## config.mk

```make
export PLATFORM = sky130hd
export DESIGN_NAME = stream_fifo
export DESIGN_NICKNAME = d
export VERILOG_FILES = /design/src/verilog/stream_fifo.sv
export SDC_FILE = /design/constraint.sdc
export NUM_CORES = 1
export LEC_CHECK = 0
export BUFFER_PORTS_ARGS = -buffer_cell sky130_fd_sc_hd__buf_2
export CAP_MARGIN = 20
export CORE_MARGIN = 2
export CORE_UTILIZATION = 35
export DETAILED_ROUTE_END_ITERATION = 12
export PLACE_DENSITY = 0.56
export SLEW_MARGIN = 20
export SYNTH_ARGS = -nofsm -noshare
export SYNTH_HDL_FRONTEND = slang
export SYNTH_SLANG_ARGS = --single-unit
```

## constraint.sdc

```tcl
create_clock -name clock_i -period 4.7 [get_ports clock_i]
set_input_delay 0.94 -clock clock_i [delete_from_list [all_inputs] [get_ports clock_i]]
set_output_delay 0.94 -clock clock_i [all_outputs]
set_load 0.03 [all_outputs]
```

## src/verilog/stream_fifo.sv

```systemverilog
`timescale 1ns/1ps

module stream_fifo #(
    parameter int DataWidth = 8,
    parameter int Depth = 4
) (
    input bit clock_i,
    input bit reset_i,

    input bit slave_valid_i,
    output bit slave_ready_o,
    input bit [DataWidth-1:0] slave_data_i,

    output bit master_valid_o,
    input bit master_ready_i,
    output bit [DataWidth-1:0] master_data_o
);

    bit [DataWidth-1:0] storage [Depth];
    bit [$clog2(Depth)-1:0] read_pointer;
    bit [$clog2(Depth)-1:0] write_pointer;
    bit [$clog2(Depth+1)-1:0] count;
    bit push;
    bit pop;

    assign slave_ready_o = count < Depth;
    assign master_valid_o = count != 0;
    assign master_data_o = storage[read_pointer];

    assign push = slave_valid_i && slave_ready_o;
    assign pop = master_valid_o && master_ready_i;

    always_ff @(posedge clock_i) begin
        if (reset_i) begin
            read_pointer <= '0;
            write_pointer <= '0;
            count <= '0;
        end else begin
            if (push) begin
                write_pointer <= (write_pointer == Depth - 1) ? '0 : write_pointer + 1'b1;
            end
            if (pop) begin
                read_pointer <= (read_pointer == Depth - 1) ? '0 : read_pointer + 1'b1;
            end
            case ({push, pop})
                2'b10: count <= count + 1'b1;
                2'b01: count <= count - 1'b1;
                default: ;  // both or neither.
            endcase
        end
    end

    always_ff @(posedge clock_i) begin
        if (push) begin
            storage[write_pointer] <= slave_data_i;
        end
    end

    assert property (@(posedge clock_i) disable iff (reset_i) count <= Depth)
        else $error("stream_fifo occupancy above depth");

    // a stalled head entry must not move under the consumer.
    assert property (@(posedge clock_i) disable iff (reset_i)
        master_valid_o && !master_ready_i |=> $stable(master_data_o))
        else $error("stream_fifo output changed while stalled");

endmodule : stream_fifo

```

==> flow_summary_export.csv <==
group,metric,value,unit
critical_path,critical_path_class,"reg -> out",
routing,via_count,811,
routing,routed_wl,2530,um
synth,synthCells,93,
timing,maxSlewHeadroom,61.1,%
floorplan,dieArea,0.00524,sq mm
synth,synth_area_leaders,"edfxtp_1 (59%), dfxtp_1 (11%), mux4_2 (11%)",
floorplan,rows,24,
synth,ys_seq_area_share,69.7,%
synth,avgSynthCellArea,17.6,sq um
routing,via_per_inst,4.74,
routing,ant_nets,0,
routing,drc_errors,0,
timing,rsz0062_at_grt,"false",
clocking,cts_sinks,41,
critical_path,cp.required,3760,ps
synth,synth_top_area_share,58.7,%
cells_and_area,fillers,426,
critical_path,endpoint_kind,"output port",
status,status,"finished clean",
clocking,clk_pin_slew,70,ps
min_path,hold_path_class,"reg -> reg",
critical_path,cpPeakStageDelay,690,ps
timing,worst_pin_slew,583,ps
cells_and_area,regArea,0.00114,sq mm
placed_design,port_buffers,21,
synth,synth_cell_types,21,
timing,min_period,2700,ps
clocking,cts_tree,"yes",
clocking,insertion_delay,290,ps
critical_path,arrival,1760,ps
cells_and_area,fin_nets,137,
clocking,cts_buffer_depth,2,
cells_and_area,drive_above_1_share,31.9,%
critical_path,startpoint_type,"flop",
critical_path,critPathMaxFanout,8,
clocking,cts_root_buffer,"clkbuf_8",
timing,hold_violations,0,
grt,grtUsageTotal,11.5,%
timing,max_freq,371,MHz
routing,drt_iter0_markers,32,
cells_and_area,final_cell_mix,"edfxtp_1 (32), buf_2 (21), dfxtp_1 (9), inv_1 (8), mux4_2 (8)",
clocking,htreeDepth,2,
timing,maxSlewViolCount,0,
job,max_cap_viol_count,0,
timing,setup_tns,0,ps
synth,ys_warn_count,0,
cells_and_area,num_antenna_cells,0,
grt,antenna_found_initial,0,
clocking,cts_made_buffers,5,
timing,finalCritPeriodShare,57.4,%
grt,gr-total-overflow,0,
timing,setup_viol,0,
timing,fin_worst_skew,10.1,ps
synth,syn-cell-area,0.00164,sq mm
grt,grt_max_degree,13,
grt,first_global_vias,892,
floorplan,pin_count,22,
timing,hold_ws,507,ps
power,power_density,542,mW/mm^2
floorplan,coreArea,0.00444,sq mm
timing,worst_slack,2000,ps
cells_and_area,multiInputGateArea,447,sq um
clocking,cts_resized,0,
placed_design,place_ws,2100,ps
placed_design,gp_congestion,0.694,
critical_path,crit_path_cell_trace,"mux4_2 > buf_2",
routing,routedWlPerCell,14.8,um
routing,dr.pass1.iters,4,
placed_design,hpwl,1750,um
power,p_leak,0.685,nW
floorplan,start_util,36.9,%
floorplan,die_h,72.4,um
cells_and_area,final_common_cell,"edfxtp_1",
synth,ys_ff_latch,41,
critical_path,critPathSlowestCell,"dfxtp_1",
clocking,hold_buffers,0,
synth,yosys.area.top_type,"edfxtp_1",
grt,grt_pass1_wl,4330,um
cells_and_area,synthToLayoutAreaGrowth,14.2,%
power,vdd.ir_drop.worst,0.000155,V
clocking,postCtsSetupBuffers,0,
synth,syn-num-nets,112,
floorplan,die_x,72.4,um
-- report_power, final --
| part | internal, mW | total [mW] | switching (mW) | leakage, nW |
|---|---|---|---|---|
| Combinational | 0.125 | 0.306 | 0.181 | 0.273 |
| Clock | 0.103 | 0.215 | 0.112 | 0.0450 |
| Sequential | 0.445 | 0.493 | 0.0475 | 0.367 |
-- worst max-delay path: cells and delay by family (launching register included) --
kind     cells  cell delay (ps)
flops        1              690
mux          1              580
buf+inv      1              190
-- cells in the mapped netlist --
cell / instances
and2_1: 4
a21oi_2: 1
buf_6: 1
a21oi_1: 2
xor2_1: 2
clkbuf_1: 1
o21ai_0: 1
buf_2: 1
nand2_1: 1
dfxtp_1: 9
mux4_2: 8
fa_1: 1
nand3_1: 1
mux2i_1: 3
o31ai_4: 1
or3_1: 2
ha_1: 6
nor2b_1: 1
nor2_1: 7
inv_1: 8
edfxtp_1: 32
-- cell type report --
type	instances	share of cell area [%]
timing repair buffer	21	5.62
clock buffer	6	3.88
sequential	41	61.0
clock inverter	2	0.535
tap	52	3.48
multi-input combinational	41	23.9
inverter	8	1.61
-- cells by family (layout without fill, tap and decap cells) --
group	after synthesis	after routing	share of synthesized area (%)
AND/OR/NAND/NOR	16	16	4.81
flip-flops	41	41	69.7
XOR/XNOR	2	2	1.07
adder cells (fa/ha/maj)	7	7	5.81
multiplexers	11	11	12.8
AO/OA/AOI/OAI	5	5	2.75
buffers and inverters	11	37	3.06
-- stage by stage --
stage,area (sq um),util (%),instances,total power [mW]
2_1_floorplan,1640,-,93,0.737
3_3_place_gp,1790,40.2,163,0.799
3_5_place_dp,1790,40.2,163,0.812
4_1_cts,1870,42.1,171,1.03
5_1_grt,1870,42.1,171,1.08
6_report,1870,42.1,171,1.01
-- state kept, by name, summed over array words and instances, names as in the netlist, named ones only --
signal / flops
storage: 32
count: 3
read_pointer: 2
write_pointer: 2
-- worst paths after layout --
path	endpoint	slack, ps	start	cells past startpoint
worst max-delay path	master_data_o[2]	2000	flop	2
worst min register to register	read_pointer[0]	510	read_pointer[0]	2
worst min-delay path	read_pointer[0]	510	read_pointer[0]	2
worst max register to register	count[2]	2760	count[2]	8
-- layer usage --
layer	share of wire (%)	routed length, um	global-route usage [%]	up-vias
li1	-	-	-	393
met1	43	1080	13.3	394
met2	50	1280	18.7	18
met3	5.3	133	5.28	6
met4	1.7	44	4.94	0
met5	0	0	0	-
Power figures use the tool's default switching activity.
